==> src/hdl/ooo_cfg.svh <==
`ifndef OOO_CFG_SVH
`define OOO_CFG_SVH

// Data word width
`define OOO_XLEN 32

// Physical register index width, 128 registers
`define OOO_PREG_W 7

// ROB tag width, 16 slots
`define OOO_ROB_W 4

// Entries in the ALU reservation station
`define OOO_RS_DEPTH 8

`endif

==> src/hdl/ooo_pkg.sv <==
`include "ooo_cfg.svh"

package ooo_pkg;

  typedef logic [`OOO_XLEN-1:0]   xlen_t;
  typedef logic [`OOO_PREG_W-1:0] preg_t;
  typedef logic [`OOO_ROB_W-1:0]  rob_tag_t;

  // SLT compares signed, shifts take the low 5 bits of operand two
  typedef enum logic [2:0] {
    ADD, SUB, AND, OR, XOR, SLL, SRL, SLT
  } alu_op_e;

  // Renamed instruction as it arrives at dispatch
  typedef struct packed {
    preg_t   prs1;
    preg_t   prs2;
    preg_t   prd;
    alu_op_e op;
    xlen_t   imm;
    logic    use_imm;
  } dispatch_t;

  // Common data bus broadcast
  typedef struct packed {
    logic     valid;
    rob_tag_t tag;
    preg_t    prd;
    xlen_t    data;
  } cdb_t;

endpackage

==> src/hdl/reorder_buffer.sv <==
`include "ooo_cfg.svh"

module reorder_buffer (
  input  logic              clk,
  input  logic              rst,
  input  logic              i_alloc,
  input  ooo_pkg::preg_t    i_prd,
  output ooo_pkg::rob_tag_t o_alloc_tag,
  output logic              o_full,
  input  ooo_pkg::cdb_t     i_cdb,
  output logic              o_commit_valid,
  output ooo_pkg::preg_t    o_commit_prd,
  output ooo_pkg::xlen_t    o_commit_data
);

  ooo_pkg::rob_tag_t       head;
  ooo_pkg::rob_tag_t       tail;
  logic [`OOO_ROB_W:0]     count;
  logic [2**`OOO_ROB_W-1:0] done;
  ooo_pkg::preg_t          slot_prd  [2**`OOO_ROB_W];
  ooo_pkg::xlen_t          slot_data [2**`OOO_ROB_W];

  assign o_alloc_tag    = tail;
  // Count MSB alone marks all 16 slots in use
  assign o_full         = count[`OOO_ROB_W];
  assign o_commit_valid = (count != '0) && done[head];
  assign o_commit_prd   = slot_prd[head];
  assign o_commit_data  = slot_data[head];

  always_ff @(posedge clk) begin
    if (rst) begin
      head  <= '0;
      tail  <= '0;
      count <= '0;
      done  <= '0;
    end else begin
      if (i_alloc) begin
        done[tail] <= 1'b0;
        tail       <= tail + 1'b1;
      end
      if (i_cdb.valid) done[i_cdb.tag] <= 1'b1;
      if (o_commit_valid) head <= head + 1'b1;
      count <= count + (`OOO_ROB_W + 1)'(i_alloc) - (`OOO_ROB_W + 1)'(o_commit_valid);
    end
  end

  always_ff @(posedge clk) begin
    if (i_alloc) slot_prd[tail] <= i_prd;
    if (i_cdb.valid) slot_data[i_cdb.tag] <= i_cdb.data;
  end

endmodule

==> config.mk <==
export PLATFORM = sky130hd
export DESIGN_NAME = reorder_buffer
export DESIGN_NICKNAME = d
export VERILOG_FILES = /design/src/hdl/ooo_pkg.sv /design/src/hdl/reorder_buffer.sv
export VERILOG_INCLUDE_DIRS = /design/src /design/src/hdl
export SDC_FILE = /design/constraint.sdc
export NUM_CORES = 1
export LEC_CHECK = 0
export ABC_AREA = 1
export BUFFER_PORTS_ARGS = -buffer_cell sky130_fd_sc_hd__buf_2
export CAP_MARGIN = 0
export CORE_MARGIN = 5
export CORE_UTILIZATION = 60
export DETAILED_ROUTE_END_ITERATION = 8
export PLACE_DENSITY = 0.78
export REMOVE_ABC_BUFFERS = 1
export SYNTH_ARGS = -nofsm -noshare
export SYNTH_HDL_FRONTEND = slang
export SYNTH_SLANG_ARGS = --single-unit
==> constraint.sdc <==
create_clock -name clk -period 2.64 [get_ports clk]
set_input_delay 0 -clock clk [delete_from_list [all_inputs] [get_ports clk]]
set_output_delay 0 -clock clk [all_outputs]
set_load 0.03 [all_outputs]
=== Word level (Yosys, flattened, before mapping) ===
Memories as Yosys holds them, arrays and structs flattened. A register that Yosys moved wholly into a read port is not among the register bits.
Cells that the tools add are included.

* Register bits: 29
* RAM bits: 624
* Input port bits: 54
* Output and inout port bits: 45
* Memories: 2

* Add/sub/neg operators: 4
* $lt $le $gt $ge: 5
* Mux-type cells: 17
* Bitwise logic cells: 3
* Reductions and logical operators: 4

{| class="wikitable"
|+ Memories
! memory !! words !! width !! rd ports !! clocked after Yosys merged registers in !! write ports !! RTL line !! text
|-
| slot_data || 16 || 32 || 1 || 1 || 1 || reorder_buffer.sv:21 || <nowiki>ooo_pkg::xlen_t slot_data [2**`OOO_ROB_W];</nowiki>
|-
| slot_prd || 16 || 7 || 1 || 1 || 1 || reorder_buffer.sv:20 || <nowiki>ooo_pkg::preg_t slot_prd [2**`OOO_ROB_W];</nowiki>
|}

{| class="wikitable"
|+ Operator list
! kind !! number
|-
| 16-bit 2-to-1 mux || 3
|-
| 16-bit AND || 1
|-
| 4-bit 2-to-1 mux || 4
|-
| 16-bit inverter || 1
|-
| 16-bit bitwise OR || 1
|-
| 4-bit by 5-bit less-than comparator with 1-bit output (second input constant) || 3
|-
| 4-bit by 1-bit adder with 4-bit output (second input constant) || 2
|-
| 1-bit demux with 4-bit select || 2
|-
| 4-bit by 1-bit greater-or-equal comparator with 1-bit output (second input constant) || 2
|-
| 1-bit 2-to-1 mux || 7
|-
| 5-bit by 1-bit adder with 5-bit output || 1
|-
| 5-bit nonzero test || 1
|-
| 5-bit by 1-bit subtractor with 5-bit output || 1
|-
| 1-bit binary-select mux with 4-bit select || 1
|-
| 1-bit logical AND || 3
|}

=== Logic depth before layout (Yosys ltp) ===
Gate-level depths: netlist (run 1).

* Depth after elaboration: 10
* Depth in mapped cells: 15
* Mapped depth without buffers: 14

=== Worst setup path before layout (run 1) ===
No wires, ideal clock.

* Path kind: reg-to-reg
* From: register head[0]
* To: register count[4]
* Arrival: 2,871 ps
* Data required time: 2,570 ps
* Path slack: -301 ps
* Cell stages (with the launch flop): 16
* Buffers on the path: 1
* Cells stage by stage: dfxtp_1 > buf_2 > nand2_1 > o21ai_0 > nand2_1 > nand3_1 > nand3_1 > a21oi_1 > ha_1 > inv_1 > ha_1 > inv_1 > fa_1 > o31ai_1 > o21ai_0 > a21oi_1

* Longest elaborated chain between the ends: 4

{| class="wikitable"
|+ Ends and longest elaborated chain
! what !! RTL line !! text
|-
| from (decl) || reorder_buffer.sv:16 || <nowiki>ooo_pkg::rob_tag_t head;</nowiki>
|-
| from (signal assigned) || reorder_buffer.sv:42 || <nowiki>if (o_commit_valid) head <= head + 1'b1;</nowiki>
|-
| 1-bit binary-select mux with 4-bit select || reorder_buffer.sv:26 || <nowiki>assign o_commit_valid = (count != '0) && done[head];</nowiki>
|-
| 1-bit 2-to-1 mux (implied by the code) || reorder_buffer.sv:26 ||
|-
| 1-bit logical AND || reorder_buffer.sv:26 ||
|-
| via o_commit_valid || reorder_buffer.sv:11 || <nowiki>output logic o_commit_valid,</nowiki>
|-
| 5-bit by 1-bit subtractor with 5-bit output || reorder_buffer.sv:43 || <nowiki>count <= count + (`OOO_ROB_W + 1)'(i_alloc) - (`OOO_ROB_W + 1)'(o_commit_valid);</nowiki>
|-
| to (signal assigned) || reorder_buffer.sv:43 ||
|-
| to (decl) || reorder_buffer.sv:18 || <nowiki>logic [`OOO_ROB_W:0] count;</nowiki>
|}

The timed path passes the listed nets, and every way through them passes these cells. The select of a mux whose other input is x is not followed.
A chain may end at the register's enable or synchronous reset.

==> summary.md, run 1 <==
| Metric | Value |
|---|---|
| Status | completed |
| Hold Crit Start | i_cdb[42] |
| Clock Path Buffers | 3 |
| Violation count after the first detailed-routing iteration | 2063 |
| Post-synthesis cell area | about 27000 µm² |
| Router iterations before antenna repair | 6 |
| Peak ir drop on the vdd network | roughly 0.5 mV |
| Critical path class | reg2out |
| Clk Tree Root Cell | clkbuf_16 |
| I/O Pins | between 90 and 100 |
| Max Fanout on Critical Path | 64 |
| Sequential share of the synthesized area | between 70% and 80% |
| Worst setup timing slack at the placement stage | -123 ps |
| Path depth of the worst reg2reg path | 15 |
| Kind of start point of the critical path | flop |
| Global-route wire length before repair | a little over 90000 µm |
| Routed via count divided by cell count | between 6 and 7 |
| Max Clock Skew | between 10 and 15 ps |
| Net count, final | 2117 |
| Post-route clock period utilization | slightly below 100% |
| Inserted Clock Buffers | 66 |
| CTS tree | yes |
| Final Instance Area | approximately 30000 µm² |
| Post-Layout Cell Count | ~2700 |
| Floorplan core area | approximately 44000 µm² |
| Yosys Warn Count | 0 |
| Crit path arrival time | between 2000 and 3000 ps |
| Required time worst endpoint | 2640 ps |
| Total via count after detailed routing | about 16000 |
| Overall overflow remaining after global route | 0 |
| Maximum frequency from static timing analysis | slightly below 0.4 GHz |
| Reg clk slew, reported paths | 60 ps |
| Area grow syn2layout | 14.7% |
| Global-route usage over all layers | 24.8% |
| Placed cell count | between 2000 and 3000 |
| Die Outline Area | 48700 µm² |
| Pin count of the biggest net entering global routing | between 90 and 100 |
| Crit path setup slack, layout | between 70 and 80 ps |
| Reg-to-Reg End | count[4]$_SDFF_PP0_ |
| Post-Place Cell Area | between 20000 and 30000 µm² |
| Post-DRT Antenna Nets | 0 |
| Max Transition Viols Final | 0 |
| Hold depth | 4 |
| Synthesized instance count | approximately 1900 |
| Cell row count | a little under 80 |
| Average wire per standard cell | ~23 µm |
| Fraction of layout instances using a drive strength above 1 | between 10% and 20% |
| PortBufs | slightly above 90 |
| Weighted congestion reported at the end of routability-driven placement | ~0.83 |
| Avg Cell Area, Syn | about 14 µm² |
| Slew of the pin with the lowest slew margin | 830 ps |
| Worst min-delay path endpoint | slot_data[1][9]$_DFFE_PP_ |
| Die width | approximately 220 µm |
| Starting Density | roughly three fifths |
| Number of antenna violations at the first check in global routing | 3 |
| FF+latch count, synth | 657 |
| Die Y-Extent | ~220 µm |
| Post-detail-place hpwl | between 30000 and 40000 µm |
| Register-to-register setup slack | approximately 90 ps |
| Clock insertion delay at the later pin of the skew report | between 500 and 600 ps |
| RSZ-0062 raised after global routing | yes |
| Final Hold Fails | 0 |
| Via count of the first global-routing pass | 16532 |
| Worst setup EP type | output pin |
| Final Critical Period | approximately 2600 ps |
| Number of maximum-capacitance violations | 0 |
| Final-report setup violation count | 0 |
| Clock tree sinks | around 660 |
| Library cells used by synthesis | 28 |
| Worst hold path class | in2reg |
| Leakage power total | slightly above 10 nW |
| Pwr Density | 829 nW/µm² |
| Count of unresolved DRC violations after routing | 0 |
| Max-Slew Margin vs Limit | 44.7% |
| Core Util, Final | between 60% and 70% |
| H-Tree Depth | 3 |
| R2r startpoint | head[0]$_SDFFE_PP0N_ |
| WL final | just over 60000 µm |
-- worst max-delay path: stages (launching register included) --
cell	delay (ps)
dfxtp_4	380
inv_4	60
buf_4	640
o21ai_0	250
o211ai_1	300
nand2_1	140
buf_2	200
-- layer usage --
metal	GRT usage [%]	wire length, µm	vias to the layer above
li1	-	-	7322
met5	0	7	-
met1	33.5	24000	8074
met3	4.36	5130	128
met4	8.60	1460	2
met2	41.2	30400	793
-- cell families after synthesis --
| family | after synthesis | share of synthesized area [%] |
|---|---|---|
| fa+ha+maj | 12 | 0.592 |
| mux | 156 | 5.86 |
| buf+inv | 326 | 5.43 |
| xor+xnor | 2 | 0.0658 |
| simple gates | 224 | 3.50 |
| compound gates | 527 | 11.7 |
| flops | 657 | 72.9 |
-- worst max path at each step --
stage	start	slack, ps	endpoint
after floorplan	flop	-8820	o_commit_data[3]
after global placement	head[0]$_SDFFE_PP0N_	-9	count[4]$_SDFF_PP0_
after detailed placement	head[0]$_SDFFE_PP0N_	-120	count[4]$_SDFF_PP0_
after CTS	head[0]$_SDFFE_PP0N_	-50	count[4]$_SDFF_PP0_
after global routing	head[0]$_SDFFE_PP0N_	-70	count[4]$_SDFF_PP0_
final	flop	70	o_commit_prd[4]
-- timing repair --
| item | CTS | global route |
|---|---|---|
| endpoints found under the setup margin | 5 | 7 |
| gates cloned | 0 | 3 |
| pin swaps | 1 | 3 |
| hold buffers | 41 | 0 |
| setup buffers | 0 | 2 |
| endpoints found under the hold margin | 643 | 0 |
| resized for setup | 3 | 13 |
-- cell type report --
type	count	area, µm²
fillers	2798	13500
clock buffers	82	1780
clock inverters	37	302
diodes	2	5.00
multi-input cells	921	5940
repair buffers	194	1580
well taps	592	741
flip-flops and latches	657	19400
inverters	211	795
-- cells in the final DEF, fill, tap and decap left out, types with 3 or more instances in the layout --
master,instances
edfxtp_1,624
buf_4,44
dfxtp_4,3
o21a_1,4
dlygate4sd3_1,41
nand2_1,71
a21oi_1,156
buf_2,91
nor2_1,66
mux2i_1,156
nand3_1,61
inv_6,3
o211ai_2,4
nor3_1,6
clkinv_2,10
clkbuf_1,13
o21ai_1,38
ha_1,11
clkbuf_16,72
clkinv_1,18
o21ai_0,157
buf_12,10
nor2_4,16
dfxtp_1,28
nand3_2,3
o211ai_1,152
inv_1,208
buf_16,3
a21oi_2,15
bufinv_16,5
-- Yosys cell counts, drive strengths merged --
cell type	n	area share, %
edfxtp	624	70
inv	210	3.0
o21ai	195	3.7
a21oi	171	3.4
mux2i	156	5.9
o211ai	156	4.5
nor2	82	1.2
nand2	71	1.0
nand3	64	1.2
buf	59	1.7
clkbuf	56	0.79
dfxtp	33	2.5
ha	11	0.52
nor3	6	0.11
o21a	4	0.11
xor2	2	0.066
clkinv	1	0.014
fa	1	0.075
nand4	1	0.024
o31ai	1	0.028
-- state kept, by name, summed over array words and instances (netlist names), named ones only --
| name | cells |
|---|---|
| count | 5 |
| done | 16 |
| head | 4 |
| o_alloc_tag | 4 |
| slot_data | 512 |
| slot_prd | 112 |
-- report_power, final --
group	internal (mW)	switching [mW]	total, mW	leakage [nW]
clock	5.26	3.74	9.01	1.02
combinational	1.59	2.95	4.55	3.38
sequential	11.6	0.110	11.8	5.91
total	18.5	6.81	25.3	10.3
-- metrics by stage --
stage	hold slack [ps]	power (mW)	TNS, ps
finish	238	25.3	0
detailed placement	358	16.2	-123
global placement	338	16.0	-9.22
floorplan	66.7	14.9	-342510
CTS	228	25.2	-52.1
global route	269	26.3	-65.4
No activity file was read; power rests on OpenSTA's default activity.
==> inputs of run 2 (changes only) <==
Clock period 2.64 ns to 3 ns, I/O delays scaled along.
==> run 2 against run 1 <==
Effect of this change: via count fell by 2.6%; sequential share of layout area rose by 0.71 points; core utilization fell by 0.77 points; setup slack improved by 130 ps; register-to-register slack improved by 180 ps; sequential power fell by 12%; final cell count fell by 0.93%; largest power group unchanged.
==> summary.md, run 2 (synthesis gave the netlist of run 1 again) <==
| Metric | Value |
|---|---|
| Status | completed |
| Crit path arrival time | around 2800 ps |
| Power share of the clock group | 35.7% |
| Commonest non-fill, non-tap cells in the layout | edfxtp_1, inv_1, o21ai_0 |
| Clock insertion delay at the later pin of the skew report | between 500 and 600 ps |
| Slew of the pin with the lowest slew margin | slightly above 1000 ps |
| Maximum frequency from static timing analysis | roughly 0.36 GHz |
| Area grow syn2layout | 13.4% |
| Die width | between 200 and 250 µm |
| Cell row count | 77 |
| Max Transition Viols Final | 0 |
| Final Hold Fails | 0 |
| Die Y-Extent | around 220 µm |
| Average wire per standard cell | 21.9 µm |
| Critical path class | reg2out |
| Die Outline Area | around 49000 µm² |
| Count of unresolved DRC violations after routing | 0 |
| Global-route usage over all layers | roughly 24% |
| Starting Density | between 60% and 70% |
| Required time worst endpoint | ~3000 ps |
| Most common library cell in the layout ignoring fill and taps | edfxtp_1 |
| Reg clk slew, reported paths | roughly 60 ps |
| Kind of start point of the critical path | flop |
| Weighted congestion reported at the end of routability-driven placement | between 0.8 and 0.9 |
| Violation count after the first detailed-routing iteration | between 1500 and 2000 |
| Switching portion of total power | 27.2% |
| CTS tree | yes |
| Post-DRT Antenna Nets | 0 |
| Number of antenna violations at the first check in global routing | 2 |
| Number of inserted filler cells in the final layout | roughly 2800 |
| Largest registers | slot_data: 512 flops, slot_prd: 112 flops, done: 16 flops |
| Cell-internal power | roughly 16 mW |
| Max Clock Skew | 12.5 ps |
| Post-detail-place hpwl | 31000 µm |
| Number of flip-flops under the largest register name | approximately 500 |
| Pwr Density | 725 nW/µm² |
| Number of diodes | 0 |
| Total via count after detailed routing | 15898 |
| Router iterations before antenna repair | 7 |
| Global-route wire length before repair | between 80000 and 90000 µm |
| Worst hold path class | in2reg |
| Clock Path Buffers | 3 |
| Clock tree sinks | 657 |
| Post-route clock period utilization | 93.2% |
| Routed via count divided by cell count | about 6.0 |
| Number of post-CTS setup repair buffers | 0 |
| Fraction of layout instances using a drive strength above 1 | a little over an eighth |
| Inserted Clock Buffers | between 60 and 70 |
| Leakage power total | around 10 nW |
| I/O Pins | 99 |
| Worst setup EP type | output pin |
| Final-report setup violation count | 0 |
| Register bank with the most flops | slot_data |
| Core Util, Final | between 60 and 70% |
| Max Fanout on Critical Path | 40 |
| Final Critical Period | 2800 ps |
| Net count, final | 2091 |
| PortBufs | 91 |
| H-Tree Depth | 3 |
| RSZ-0062 raised after global routing | no |
| Number of maximum-capacitance violations | 0 |
| Peak ir drop on the vdd network | around 0.5 mV |
| WL final | a little under 60000 µm |
| Clk Tree Root Cell | clkbuf_16 |
| Max-Slew Margin vs Limit | 32.9% |
| Overall overflow remaining after global route | 0 |
| Pin count of the biggest net entering global routing | 117 |
| Via count of the first global-routing pass | approximately 16000 |
| Sequential fraction of design power | a little under half |
| Switching power summed over all nets | 5.95 mW |
| Floorplan core area | approximately 44000 µm² |
| Logic pwr share | between 10% and 20% |
| Worst hold margin | around 84 ps |
[run 2: changes by cell type in the layout (fill, tap and decap cells not counted), sizes merged]
cell | before | now
bufinv | 5 | 4
inv | 214 | 218
buf | 150 | 127
clkinv | 28 | 31
clkinvlp | 1 | 3
clkbuf | 85 | 77
diode | 2 | 0
[run 2: path summary, 6_finish.rpt]
kind | from | end | cells after the start | slack [ps]
worst max register to register | head[0]$_SDFFE_PP0N_ | count[4]$_SDFF_PP0_ | 14 | 270
worst max-delay path | flop | o_commit_data[30] | 6 | 200
worst min-delay path | i_cdb[40] | done[9]$_SDFF_PP0_ | 6 | 80
worst min register to register | done[3]$_SDFF_PP0_ | done[3]$_SDFF_PP0_ | 2 | 490
[run 2: worst max-delay path, stage by stage (launching register included)]
cell	delay, ps
dfxtp_4	730
inv_4	320
buf_4	380
o211ai_1	250
nand3_1	100
nand2_1	160
buf_2	220
[run 2: metrics by stage]
step / power, mW / cell area, µm² / setup WS, ps / TNS, ps / instances
final: 21.9 / 30200 / 203 / 0 / 2671
after global routing: 22.8 / 30200 / 12.8 / 0 / 2671
after CTS: 22.0 / 30200 / 174 / 0 / 2671
after detailed placement: 14.2 / 27700 / 187 / 0 / 2508
after global placement: 14.0 / 27700 / 246 / 0 / 2508
after floorplan: 13.2 / 26000 / -8460 / -327740 / 1789
[run 2: timing repair]
action / CTS / global route
gates resized for setup: 0 / 3
hold buffers: 41 / 0
endpoints found under the hold margin: 643 / 0
setup endpoints to repair: 0 / 1
[run 2: metal layers]
metal / up-vias / wire (µm) / GRT usage, %
li1: 7279 / - / -
met1: 7801 / 23700 / 33.2
met2: 691 / 28400 / 39.1
met3: 123 / 4970 / 4.75
met4: 4 / 1470 / 8.17
met5: - / 24 / 0
[run 2: final cells by class]
type,count,area [µm²],share of cell area [%]
Sequential cell,657,19400,64.3
Multi-Input combinational cell,921,5910,19.6
Clock buffer,77,1690,5.61
Timing Repair Buffer,168,1290,4.26
Inverter,211,795,2.63
Tap cell,592,741,2.45
Clock inverter,45,367,1.21
[run 2: power groups by stage]
stage / logic [mW] / registers [mW] / clock network (mW)
after floorplan: 2.39 / 10.9 / 0
after global placement: 3.46 / 10.6 / 0
after detailed placement: 3.59 / 10.6 / 0
after CTS: 3.66 / 10.4 / 7.92
after global routing: 4.03 / 10.4 / 8.31
final: 3.67 / 10.4 / 7.82
