File: src/hdl/ooo_cfg.svh
`ifndef OOO_CFG_SVH
`define OOO_CFG_SVH

// Data word width
`define OOO_XLEN 32

// Physical register index width, 128 registers
`define OOO_PREG_W 7

// ROB tag width, 16 slots
`define OOO_ROB_W 4

// Entries in the ALU reservation station
`define OOO_RS_DEPTH 8

`endif

File: src/hdl/ooo_pkg.sv
`include "ooo_cfg.svh"

package ooo_pkg;

  typedef logic [`OOO_XLEN-1:0]   xlen_t;
  typedef logic [`OOO_PREG_W-1:0] preg_t;
  typedef logic [`OOO_ROB_W-1:0]  rob_tag_t;

  // SLT compares signed, shifts take the low 5 bits of operand two
  typedef enum logic [2:0] {
    ADD, SUB, AND, OR, XOR, SLL, SRL, SLT
  } alu_op_e;

  // Renamed instruction as it arrives at dispatch
  typedef struct packed {
    preg_t   prs1;
    preg_t   prs2;
    preg_t   prd;
    alu_op_e op;
    xlen_t   imm;
    logic    use_imm;
  } dispatch_t;

  // Common data bus broadcast
  typedef struct packed {
    logic     valid;
    rob_tag_t tag;
    preg_t    prd;
    xlen_t    data;
  } cdb_t;

endpackage

File: src/hdl/dispatch_scoreboard.sv
`include "ooo_cfg.svh"

module dispatch_scoreboard (
  input  logic               clk,
  input  logic               rst,
  input  logic               i_valid,
  output logic               o_ready,
  input  ooo_pkg::dispatch_t i_inst,
  input  logic               i_rob_full,
  input  logic               i_rs_full,
  input  ooo_pkg::cdb_t      i_cdb,
  output logic               o_alloc,
  output logic               o_src1_ready,
  output logic               o_src2_ready
);

  // One busy bit per physical register, set while a result is pending
  logic [2**`OOO_PREG_W-1:0] busy;

  assign o_ready = ~i_rob_full & ~i_rs_full;
  assign o_alloc = i_valid & o_ready;

  // A source being written on the CDB this cycle counts as ready
  assign o_src1_ready = (i_inst.prs1 == '0) || !busy[i_inst.prs1] ||
                        (i_cdb.valid && i_cdb.prd == i_inst.prs1);
  assign o_src2_ready = (i_inst.prs2 == '0) || !busy[i_inst.prs2] ||
                        (i_cdb.valid && i_cdb.prd == i_inst.prs2);

  always_ff @(posedge clk) begin
    if (rst) begin
      busy <= '0;
    end else begin
      if (i_cdb.valid && i_cdb.prd != '0) begin
        busy[i_cdb.prd] <= 1'b0;
      end
      // New allocation wins over a completing older writer
      if (o_alloc && i_inst.prd != '0) begin
        busy[i_inst.prd] <= 1'b1;
      end
    end
  end

endmodule

File: config.mk
export PLATFORM = sky130hd
export DESIGN_NAME = dispatch_scoreboard
export DESIGN_NICKNAME = d
export VERILOG_FILES = /design/src/hdl/ooo_pkg.sv /design/src/hdl/dispatch_scoreboard.sv
export VERILOG_INCLUDE_DIRS = /design/src /design/src/hdl
export SDC_FILE = /design/constraint.sdc
export NUM_CORES = 1
export LEC_CHECK = 0
export BUFFER_PORTS_ARGS = -buffer_cell sky130_fd_sc_hd__buf_2
export CORE_ASPECT_RATIO = 0.5
export CORE_MARGIN = 2
export CORE_UTILIZATION = 50
export DETAILED_ROUTE_END_ITERATION = 8
export PLACE_DENSITY_LB_ADDON = 0.12
export SLEW_MARGIN = 20
export SYNTH_ARGS = -nofsm -noshare
export SYNTH_HDL_FRONTEND = slang
export SYNTH_SLANG_ARGS = --single-unit
export TNS_END_PERCENT = 5
File: constraint.sdc
create_clock -name clk -period 4.8 [get_ports clk]
set_clock_uncertainty 0.15 [all_clocks]
set_input_delay 0.96 -clock clk [delete_from_list [all_inputs] [get_ports clk]]
set_output_delay 0.96 -clock clk [all_outputs]
set_load 0.01 [all_outputs]
* Word-level counts from Yosys, hierarchy flattened
Cells that the tools add are included.
** Word-level totals
- Register bits after elaboration :: 128
- Bits of input ports :: 106
- Output and inout bits :: 4
** Cells by class
- Order comparisons :: 6
- Eq/ne operators :: 2
- Mux-type cells :: 11
- Bitwise gates (word level) :: 7
- Reduce and logical (&&, ||, !) cells :: 16
** Operators with widths (count)
- $mux 128 :: 3
- $and 128x128->128 :: 1
- $not 128->128 :: 1
- $or 128x128->128 :: 1
- $lt 7x8->1 const B :: 4
- $bmux 1 s7 :: 2
- $demux 1 s7 :: 2
- $eq 7x7->1 :: 2
- $ge 7x1->1 const B :: 2
- $logic_not 7->1 :: 2
- $reduce_bool 7->1 :: 2
- $logic_and 1x1->1 :: 6
- $logic_or 1x1->1 :: 4
- $mux 1 :: 4
- $and 1x1->1 :: 2
- $logic_not 1->1 :: 2
- $not 1->1 :: 2

* Longest topological paths before layout
Gate-level depths: netlist of run 1.
- Word-level depth :: 10
- Gate-level depth with buffers :: 8
- Gate-level depth less buffers :: 5

* Least setup slack after synthesis of run 1
No wires, ideal clock.
- Path kind :: input -> output
- Start :: input i_inst[50] in the netlist's numbering
- End :: output o_src1_ready
- Arrival time :: 2539 ps
- Path slack :: 1151 ps
- Stages :: 7
- Path through :: buf_2 > buf_6 > mux4_2 > mux2i_1 > o32a_1 > a31oi_1 > o32ai_1
** Between the ends
- Cells in the longest elaborated chain, start to end :: 5
- Elaborated cells between the ends (all ways) :: 8
** Ends and longest elaborated chain
- start, declared :: line dispatch_scoreboard.sv:8 : input ooo_pkg::dispatch_t i_inst,
- $bmux 1 s7 :: line dispatch_scoreboard.sv:24 : assign o_src1_ready = (i_inst.prs1 == '0) || !busy[i_inst.prs1] ||
- $mux 1 (implied by the code) :: line dispatch_scoreboard.sv:24
- $logic_not 1->1 :: line dispatch_scoreboard.sv:24
- $logic_or 1x1->1 :: line dispatch_scoreboard.sv:24
- $logic_or 1x1->1 * :: line dispatch_scoreboard.sv:24
- end, declared :: line dispatch_scoreboard.sv:13 : output logic o_src1_ready,
Every way passes the cells marked *; elsewhere a longest branch is shown, timed or not. The select of a mux whose other input is x is not followed.

* Final worst setup path of run 1
Ends and elaborated chain as after synthesis.

==> results of run 1 <==
-- tightest hold or removal path: stages, from the launching register on --
cell	delay (ns)
dfxtp_1	0.31
o21ai_0	0.07
a21oi_1	0.06
-- cell type report --
| type | instances | area [µm²] |
|---|---|---|
| clock buffers | 17 | 425.4 |
| clock inverters | 14 | 215.2 |
| fillers | 1290 | 6112 |
| inverters | 6 | 22.52 |
| multi-input cells | 646 | 4454 |
| flip-flops and latches | 128 | 2562 |
| well taps | 198 | 247.7 |
| repair buffers | 57 | 350.3 |
-- metrics by stage --
stage | cell area, µm² | hold WS [ns] | power, mW | utilization | instances
after floorplan | 7312 | 0.3048 | 1.236 | - | 842
after global placement | 7632 | 0.3181 | 1.317 | 0.5304 | 1035
after detailed placement | 7632 | 0.3263 | 1.319 | 0.5304 | 1035
after CTS | 8273 | 0.3353 | 2.730 | 0.5749 | 1066
after global routing | 8278 | 0.3547 | 2.790 | 0.5753 | 1066
final | 8278 | 0.3373 | 2.727 | 0.5753 | 1066
-- cell families (layout without fill, tap and decap cells) --
logic type / Yosys count / count (layout) / synth area share
simple gates: 243 / 243 / 0.1466
buf+inv: 68 / 94 / 0.04227
flops: 128 / 128 / 0.3504
compound gates: 291 / 291 / 0.2136
mux: 98 / 98 / 0.2303
xor+xnor: 14 / 14 / 0.01677
-- layer usage --
layer,up-vias,global-route usage
li1,3114,-
met1,3403,0.4734
met2,384,0.5131
met3,42,0.07483
met4,0,0.08409
met5,-,0
-- worst max-delay path by stage --
stage / slack [ns] / to / cells after the start
after floorplan: 1.15 / o_src1_ready / 7
after global placement: 0.51 / o_src1_ready / 8
after detailed placement: 0.47 / o_src1_ready / 7
after CTS: 0.46 / o_src1_ready / 7
after global routing: 0.32 / o_src1_ready / 7
final: 0.44 / o_src1_ready / 7
-- placed cells by master, fill, tap and decap left out, drive strengths merged, types with 2 or more instances in the layout --
master and count:
nand2 156, a21oi 128, dfxtp 128, o21ai 128
buf 57, mux4 55, mux2i 31, nor2 27
clkbuf 17, xnor2 14, nand3 12, mux2 12
nand2b 10, nor3 10, nor2b 7, inv 7
a31oi 6, nand3b 6, clkinv 6, a2bb2oi 5
bufinv 5, a211oi 4, a221oi 3, or3 3
o311ai 3, a41oi 2, and2 2, nand4 2
a2111oi 2, o31ai 2, a22oi 2, clkinvlp 2
nor3b 2, nor4 2
-- report_power, final --
group / internal [mW] / leakage (nW) / total [mW] / switching, mW
combinational: 0.0716 / 1.35 / 0.239 / 0.167
sequential: 1.06 / 1.03 / 1.06 / 0.000862
clock: 0.919 / 0.309 / 1.42 / 0.504
==> impl_metrics.env, run 1 <==
export IMPL_status="complete, no violations"
export IMPL_initial_core_util=0.5081
export IMPL_syn_area_per_cell_um2=8.684
export IMPL_finalCritPeriodShare=0.9081
export IMPL_timing_critical_path_from="i_inst[50]"
export IMPL_drt_met1_wl_um=11220
export IMPL_grt_setup_unrepaired="false"
export IMPL_critPathKind="input pin to output port"
export IMPL_nNetsFinal=962
export IMPL_grt_pass1_wl_um=37890
export IMPL_reg_top3="busy: 128 flops"
export IMPL_cts_resized=0
export IMPL_io_pin_count=110
export IMPL_syn_cell_area_um2=7312
export IMPL_cts_tree="built"
export IMPL_grt_total_usage=0.3312
export IMPL_cts_root_buf="clkbuf_16"
export IMPL_dpl_worst_slack_ns=0.4722
export IMPL_drc=0
export IMPL_place_congestion=1.028
export IMPL_final_hold_violation_count=0
export IMPL_synthFlopType="dfxtp_1"
export IMPL_yosysSeqAreaShare=0.3504
export IMPL_synth_most_common_cell="nand2_1"
export IMPL_worstHoldStart="busy[38]"
export IMPL_post_cts_buffers=0
export IMPL_rrSetupSlack_ns=3.94
export IMPL_critical_path_max_stage_delay_ns=0.57
export IMPL_overflow=0
export IMPL_min_to="busy[38]"
export IMPL_cts_hold_buf=0
export IMPL_end_kind="output port"
export IMPL_crit_buf_inv=2
export IMPL_dr_wl_met2_um=11130
export IMPL_synth_top_area_share=0.3504
export IMPL_setup_tns_ns=0
export IMPL_diodes=0
export IMPL_r2r_end="busy[15]"
export IMPL_port_buffers=37
export IMPL_cap_violations=0
export IMPL_largest_reg_flops=128
export IMPL_via_per_inst=6.513
export IMPL_grt_pass1_vias=6261
export IMPL_cpMaxStageDelayCell="mux4_2"
export IMPL_setup_viol=0
export IMPL_vdd_drop_max_uv=238.4
export IMPL_met3WireLength_um=2797
export IMPL_wirelength_um=25640
export IMPL_yosysTopAreaCell="dfxtp_1"
export IMPL_cts_sinks=128
export IMPL_rr_startpoint="busy[15]"
export IMPL_dr_pass1_iters=6
export IMPL_postRouteAntennaNets=0
export IMPL_antenna_found_initial=0
export IMPL_worstHoldPathType="flip-flop to flip-flop"
export IMPL_die_h_um=89.51
export IMPL_holdPathStages=2
export IMPL_synth_seq_cells=128
export IMPL_vias=6943
export IMPL_reg2regPathDepth=2
export IMPL_ys_types=49
export IMPL_top_register="busy"
export IMPL_crit_chain="buf_2 -> mux4_2 -> mux2i_1 -> o32a_1 -> a31oi_1 -> o32ai_1 -> buf_2"
export IMPL_dieArea_um2=15670
export IMPL_clock_latency_ns=0.41
export IMPL_fp_dieW_um=175.0
export IMPL_core_um2=14390
export IMPL_arrival_ns=3.25
export IMPL_finalMaxSlewViolations=0
export IMPL_h_tree_depth=4
export IMPL_grt_max_degree=61
export IMPL_cts_clk_slew_worst_paths_ns=0.06
export IMPL_ys_warn_count=0
export IMPL_syn2layout_area_growth_pct=13.21
export IMPL_dp_hpwl_um=16120
export IMPL_cp_common_cell="buf_2"
export IMPL_leakage_nw=2.691
export IMPL_std_cell_rows=31
export IMPL_drive_above_1_share=0.1832
export IMPL_top_layer="met4"
export IMPL_cts_path_max_buffers=2
export IMPL_max_clock_freq_mhz=229.4
export IMPL_async_reset_ff_frac=0
export IMPL_synth_area_top_cells="dfxtp_1 (35%), mux4_2 (17%), a21oi_1 (8.8%)"
export IMPL_relSlewSlack=0.2219
export IMPL_wl_per_cell_um=24.05
export IMPL_cp_top_family="multiplexers"
export IMPL_yosys_top_cells_count="nand2_1 (156), a21oi_1 (128), dfxtp_1 (128)"
export IMPL_critPathLaunchType="input pin"
export IMPL_period_minus_slack_ns=4.359
export IMPL_synth_edff_count=0
export IMPL_worst_pin_slew_ns=1.164
export IMPL_synth_fp_nets=948
export IMPL_dr_first_iter_drc_count=875
export IMPL_required_ns=3.69
export IMPL_pwr_density_cell_nw_per_um2=329.4
export IMPL_layout_setup_ws_ns=0.4409
export IMPL_cts_made_buffers=17
export IMPL_cp_max_fo=15
export IMPL_synthCells=842
Power figures use the tool's default switching activity.
==> run 2, diff against run 1 <==
Settings changed: CORE_UTILIZATION 50 to 43.
==> run 2 against run 1 <==
Net effect:
- worst hold slack worse by 0.0023 ns
- power is 1.5% higher
- sequential power hardly changed
- critical path type unchanged
- critical endpoint is now o_src2_ready
==> impl_metrics.env, run 2 (synthesis gave the netlist of run 1 again) <==
export IMPL_reg2regPathDepth=2
export IMPL_ff_latch_area_um2=2562
export IMPL_diodes=0
export IMPL_grt_max_degree=60
export IMPL_initial_core_util=0.4427
export IMPL_worst_pin_slew_ns=1.087
export IMPL_pwr_density_cell_nw_per_um2=330.6
export IMPL_top_layer="met4"
export IMPL_die_h_um=96.21
export IMPL_relSlewSlack=0.2731
export IMPL_end_kind="output port"
export IMPL_vdd_drop_max_uv=255.3
export IMPL_post_route_cell_area_um2=8368
export IMPL_cts_tree="built"
export IMPL_reg_top3="busy: 128 flops"
export IMPL_top_register="busy"
export IMPL_fp_dieW_um=188.4
export IMPL_multi_input_area_um2=4454
export IMPL_critPathLaunchType="input pin"
export IMPL_whs_ns=0.3350
export IMPL_crit_buf_inv=3
export IMPL_setup_viol=0
export IMPL_port_buffers=37
export IMPL_cp_top_family="compound AO/OA/AOI/OAI gates"
export IMPL_vias=6959
export IMPL_drc=0
export IMPL_period_minus_slack_ns=4.446
export IMPL_h_tree_depth=4
export IMPL_cts_resized=0
export IMPL_nNetsFinal=969
export IMPL_crit_chain="buf_2 -> buf_4 -> xnor2_1 -> nand2_1 -> o311ai_0 -> a211oi_1 -> o22ai_1 -> buf_2"
export IMPL_dpl_instance_area_um2=7712
export IMPL_grt_pass1_vias=6603
export IMPL_largest_reg_flops=128
export IMPL_worstHoldStart="busy[54]"
export IMPL_grt_total_usage=0.3016
export IMPL_dp_hpwl_um=17020
export IMPL_drive_above_1_share=0.1886
export IMPL_cts_clk_slew_worst_paths_ns=0.06
export IMPL_antenna_found_initial=0
export IMPL_status="complete, no violations"
export IMPL_io_pin_count=110
export IMPL_postRouteAntennaNets=0
export IMPL_cp_common_cell="buf_2"
export IMPL_clock_latency_ns=0.42
export IMPL_rrSetupSlack_ns=3.90
export IMPL_arrival_ns=3.34
export IMPL_leakage_nw=2.718
export IMPL_cp_max_fo=19
export IMPL_worstHoldPathType="flip-flop to flip-flop"
export IMPL_dr_first_iter_drc_count=645
export IMPL_grt_pass1_wl_um=39960
export IMPL_finalMaxSlewViolations=0
export IMPL_cts_sinks=128
export IMPL_place_congestion=0.8799
export IMPL_dr_wl_met2_um=11690
export IMPL_cpMaxStageDelayCell="o311ai_0"
export IMPL_mostFrequentLayoutCells="nand2_1 (156), a21oi_1 (128), dfxtp_1 (128)"
export IMPL_grt_setup_unrepaired="false"
export IMPL_post_cts_buffers=0
export IMPL_finalPower_mw=2.767
export IMPL_critical_path_max_stage_delay_ns=0.64
export IMPL_r2r_end="busy[72]"
export IMPL_cts_made_buffers=17
export IMPL_final_hold_violation_count=0
export IMPL_rr_startpoint="busy[72]"
export IMPL_layout_commonest_cell="nand2_1"
export IMPL_dieArea_um2=18130
export IMPL_max_clock_freq_mhz=224.9
export IMPL_setup_tns_ns=0
export IMPL_cts_root_buf="clkbuf_16"
export IMPL_wl_per_cell_um=24.09
export IMPL_cts_path_max_buffers=2
export IMPL_holdPathStages=2
export IMPL_cts_hold_buf=0
export IMPL_syn2layout_area_growth_pct=14.44
export IMPL_via_per_inst=6.315
export IMPL_critPathKind="input pin to output port"
export IMPL_met3WireLength_um=2585
export IMPL_min_to="busy[54]"
export IMPL_cap_violations=0
export IMPL_dr_pass1_iters=5
export IMPL_wirelength_um=26540
export IMPL_num_fill_cells=1582
export IMPL_std_cell_rows=33
export IMPL_core_um2=16520
export IMPL_overflow=0
export IMPL_finalCritPeriodShare=0.9262
export IMPL_required_ns=3.69
export IMPL_drt_met1_wl_um=11580
[run 2: changes by cell type in the layout (fill, tap and decap cells not counted), sizes merged]
cell,delta
buf,+7
clkbuf,+2
clkinv,-4
clkinvlp,+1
inv,+1
[run 2: tightest hold or removal path: stages (launching register included)]
cell,delay (ns)
dfxtp_1,0.31
o21ai_0,0.07
a21oi_1,0.06
[run 2: per-stage QoR]
step / setup slack (ns) / cells / utilization
final: 0.3541 / 1102 / 0.5067
after global routing: 0.2716 / 1102 / 0.5067
after global placement: 0.3986 / 1070 / 0.4663
after floorplan: 1.151 / 842 / -
after CTS: 0.4156 / 1102 / 0.5064
after detailed placement: 0.4249 / 1071 / 0.4670
[run 2: how the worst max path moves through the flow]
stage	start	to	depth (start not counted)
floorplan	i_inst[50]	o_src1_ready	7
global placement	i_inst[43]	o_src2_ready	9
detailed placement	i_inst[43]	o_src2_ready	8
CTS	i_inst[43]	o_src2_ready	8
global route	i_inst[43]	o_src2_ready	8
finish	i_inst[43]	o_src2_ready	8
[run 2: per-layer routing]
| metal | up-vias | track usage |
|---|---|---|
| met5 | - | 0 |
| met4 | 0 | 0.1107 |
| met2 | 345 | 0.4674 |
| met3 | 59 | 0.07291 |
| li1 | 3125 | - |
| met1 | 3430 | 0.4124 |
[run 2: final cells by class]
| cell class | instances | share of cell area |
|---|---|---|
| tap | 227 | 0.03394 |
| clock buffer | 19 | 0.05293 |
| multi-input combinational | 646 | 0.5323 |
| timing repair buffer | 64 | 0.04710 |
| clock inverter | 12 | 0.02482 |
| sequential | 128 | 0.3062 |
| inverter | 6 | 0.002691 |
[run 2: power breakdown]
| group | internal [mW] | leakage [nW] | switching [mW] | total (mW) |
|---|---|---|---|---|
| registers | 1.06 | 1.03 | 0.000886 | 1.06 |
| clock network | 0.938 | 0.306 | 0.520 | 1.46 |
| logic | 0.0740 | 1.38 | 0.171 | 0.245 |
| total | 2.08 | 2.72 | 0.691 | 2.77 |
==> run 3, diff against run 2 <==
==> constraint.sdc (replaced) <==
create_clock -name clk -period 4.8 [get_ports clk]
set_clock_uncertainty 0.15 [all_clocks]
set_input_delay 0.48 -clock clk [delete_from_list [all_inputs] [get_ports clk]]
set_output_delay 0.48 -clock clk [all_outputs]
set_load 0.01 [all_outputs]
==> run 3 against run 2 <==
Net effect:
- combinational power fell by 3%
- cell count fell by 0.91%
- register-to-register slack barely moved
- flip-flop and latch count did not move
- worst hold slack improved by 0.00098 ns
- wire length fell by 1.5%
- global-route usage fell by 0.054 points
- critical path depth did not move
- clock power fell by 5%
- first-iteration DRC count rose by 4.7%
- die area did not move
==> impl_metrics.env, run 3 (synthesis gave the netlist of run 1 again) <==
export IMPL_status="complete, no violations"
export IMPL_fp_dieW_um=188.4
export IMPL_min_to="busy[110]"
export IMPL_core_um2=16520
export IMPL_dr_first_iter_drc_count=675
export IMPL_nNetsFinal=958
export IMPL_port_buffers=37
export IMPL_clock_latency_ns=0.43
export IMPL_io_pin_count=110
export IMPL_place_congestion=0.8496
export IMPL_die_h_um=96.21
export IMPL_vias=6883
export IMPL_mostFrequentLayoutCells="nand2_1 (156), a21oi_1 (128), dfxtp_1 (128)"
export IMPL_required_ns=4.17
export IMPL_reg_top3="busy: 128 flops"
export IMPL_grt_pass1_vias=6454
export IMPL_dpl_worst_slack_ns=1.205
export IMPL_num_fill_cells=1590
export IMPL_vdd_drop_max_uv=259.3
export IMPL_worstHoldPathType="flip-flop to flip-flop"
export IMPL_max_clock_freq_mhz=275.8
export IMPL_grt_pass1_wl_um=39790
export IMPL_cts_sinks=128
export IMPL_critPathLaunchType="input pin"
export IMPL_dieArea_um2=18130
export IMPL_period_minus_slack_ns=3.626
export IMPL_cts_clk_slew_worst_paths_ns=0.06
export IMPL_rr_startpoint="busy[30]"
export IMPL_end_kind="output port"
export IMPL_drive_above_1_share=0.1792
export IMPL_layout_commonest_cell="nand2_1"
export IMPL_cap_violations=0
export IMPL_wirelength_um=26140
export IMPL_holdPathStages=2
export IMPL_cts_hold_buf=0
export IMPL_layout_setup_ws_ns=1.174
export IMPL_h_tree_depth=4
export IMPL_antenna_found_initial=0
export IMPL_diodes=0
export IMPL_critPathKind="input pin to output port"
export IMPL_pwr_density_cell_nw_per_um2=324.0
export IMPL_wl_per_cell_um=23.94
export IMPL_post_cts_buffers=0
export IMPL_grt_max_degree=90
export IMPL_initial_core_util=0.4427
export IMPL_setup_tns_ns=0
export IMPL_std_cell_rows=33
export IMPL_leakage_nw=2.651
export IMPL_worstHoldStart="busy[110]"
export IMPL_cts_made_buffers=17
export IMPL_syn2layout_area_growth_pct=12.99
export IMPL_finalCritPeriodShare=0.7553
export IMPL_grt_setup_unrepaired="false"
export IMPL_via_per_inst=6.303
export IMPL_reg2regPathDepth=2
export IMPL_arrival_ns=3.00
export IMPL_relSlewSlack=0.2288
export IMPL_final_hold_violation_count=0
export IMPL_postRouteAntennaNets=0
export IMPL_setup_viol=0
export IMPL_cts_tree="built"
export IMPL_r2r_end="busy[30]"
export IMPL_overflow=0
export IMPL_grt_total_usage=0.3010
export IMPL_drc=0
export IMPL_rrSetupSlack_ns=3.90
export IMPL_finalMaxSlewViolations=0
export IMPL_cts_path_max_buffers=2
export IMPL_dp_hpwl_um=16270
export IMPL_cts_root_buf="clkbuf_16"
export IMPL_dr_pass1_iters=6
export IMPL_cp_max_fo=20
export IMPL_top_register="busy"
export IMPL_worst_pin_slew_ns=1.153
export IMPL_cts_resized=0
export IMPL_largest_reg_flops=128
run 3: cell types whose count changed in the layout (fill, tap and decap cells not counted):
cell       previous run  this run
inv_6                 2         1
clkinv_4              2         4
clkbuf_8              1         2
clkbuf_1              1         2
buf_6                 1         0
bufinv_16             5         3
nor4_2                1         0
nor4_4                1         2
buf_4                27        17
nor3_1                8         7
nor3_2                2         3
run 3: per-layer routing:
layer  up-vias  global-route usage  share of wire
met5         -                   0              0
met4         0              0.1152          0.027
met3        57             0.07437          0.097
met2       345              0.4714           0.45
met1      3368              0.4060           0.43
li1       3113                   -              -
run 3: worst max path at each step:
stage | from | to | slack [ns] | depth (start not counted)
after CTS | i_inst[43] | o_src2_ready | 1.20 | 8
after floorplan | i_inst[50] | o_src1_ready | 2.11 | 7
after detailed placement | i_inst[43] | o_src2_ready | 1.21 | 8
final | i_inst[43] | o_src2_ready | 1.17 | 8
after global routing | i_inst[43] | o_src2_ready | 1.10 | 8
after global placement | i_inst[43] | o_src2_ready | 1.22 | 8
run 3: layout make-up:
class	instances	area, µm²	share of cell area
well taps	227	284.0	0.03438
repair buffers	53	307.8	0.03726
multi-input cells	646	4468	0.5408
inverters	6	22.52	0.002726
clock inverters	11	156.4	0.01893
clock buffers	21	460.4	0.05573
flip-flops and latches	128	2562	0.3102
run 3: power by group:
part | internal [mW] | leakage, nW | switching (mW)
sequential | 1.06 | 1.03 | 0.000845
combinational | 0.0692 | 1.33 | 0.168
clock | 0.849 | 0.290 | 0.526
run 3: through the flow:
stage | utilization | area (µm²) | cells | hold slack, ns | power (mW)
6_report | 0.5002 | 8262 | 1092 | 0.3360 | 2.677
5_1_grt | 0.5002 | 8262 | 1092 | 0.3597 | 2.745
4_1_cts | 0.4994 | 8248 | 1092 | 0.3353 | 2.674
3_5_place_dp | 0.4620 | 7631 | 1060 | 0.3273 | 1.319
3_3_place_gp | 0.4617 | 7626 | 1060 | 0.3184 | 1.318
2_1_floorplan | - | 7312 | 842 | 0.3048 | 1.236
run 3: worst max-delay path, cell delays in order:
cell and delay (ns):
buf_2 0.48, buf_4 0.48, mux4_2 0.56, mux2_2 0.30, a2bb2oi_1 0.15, o311ai_1 0.11, o22ai_1 0.22, buf_2 0.18
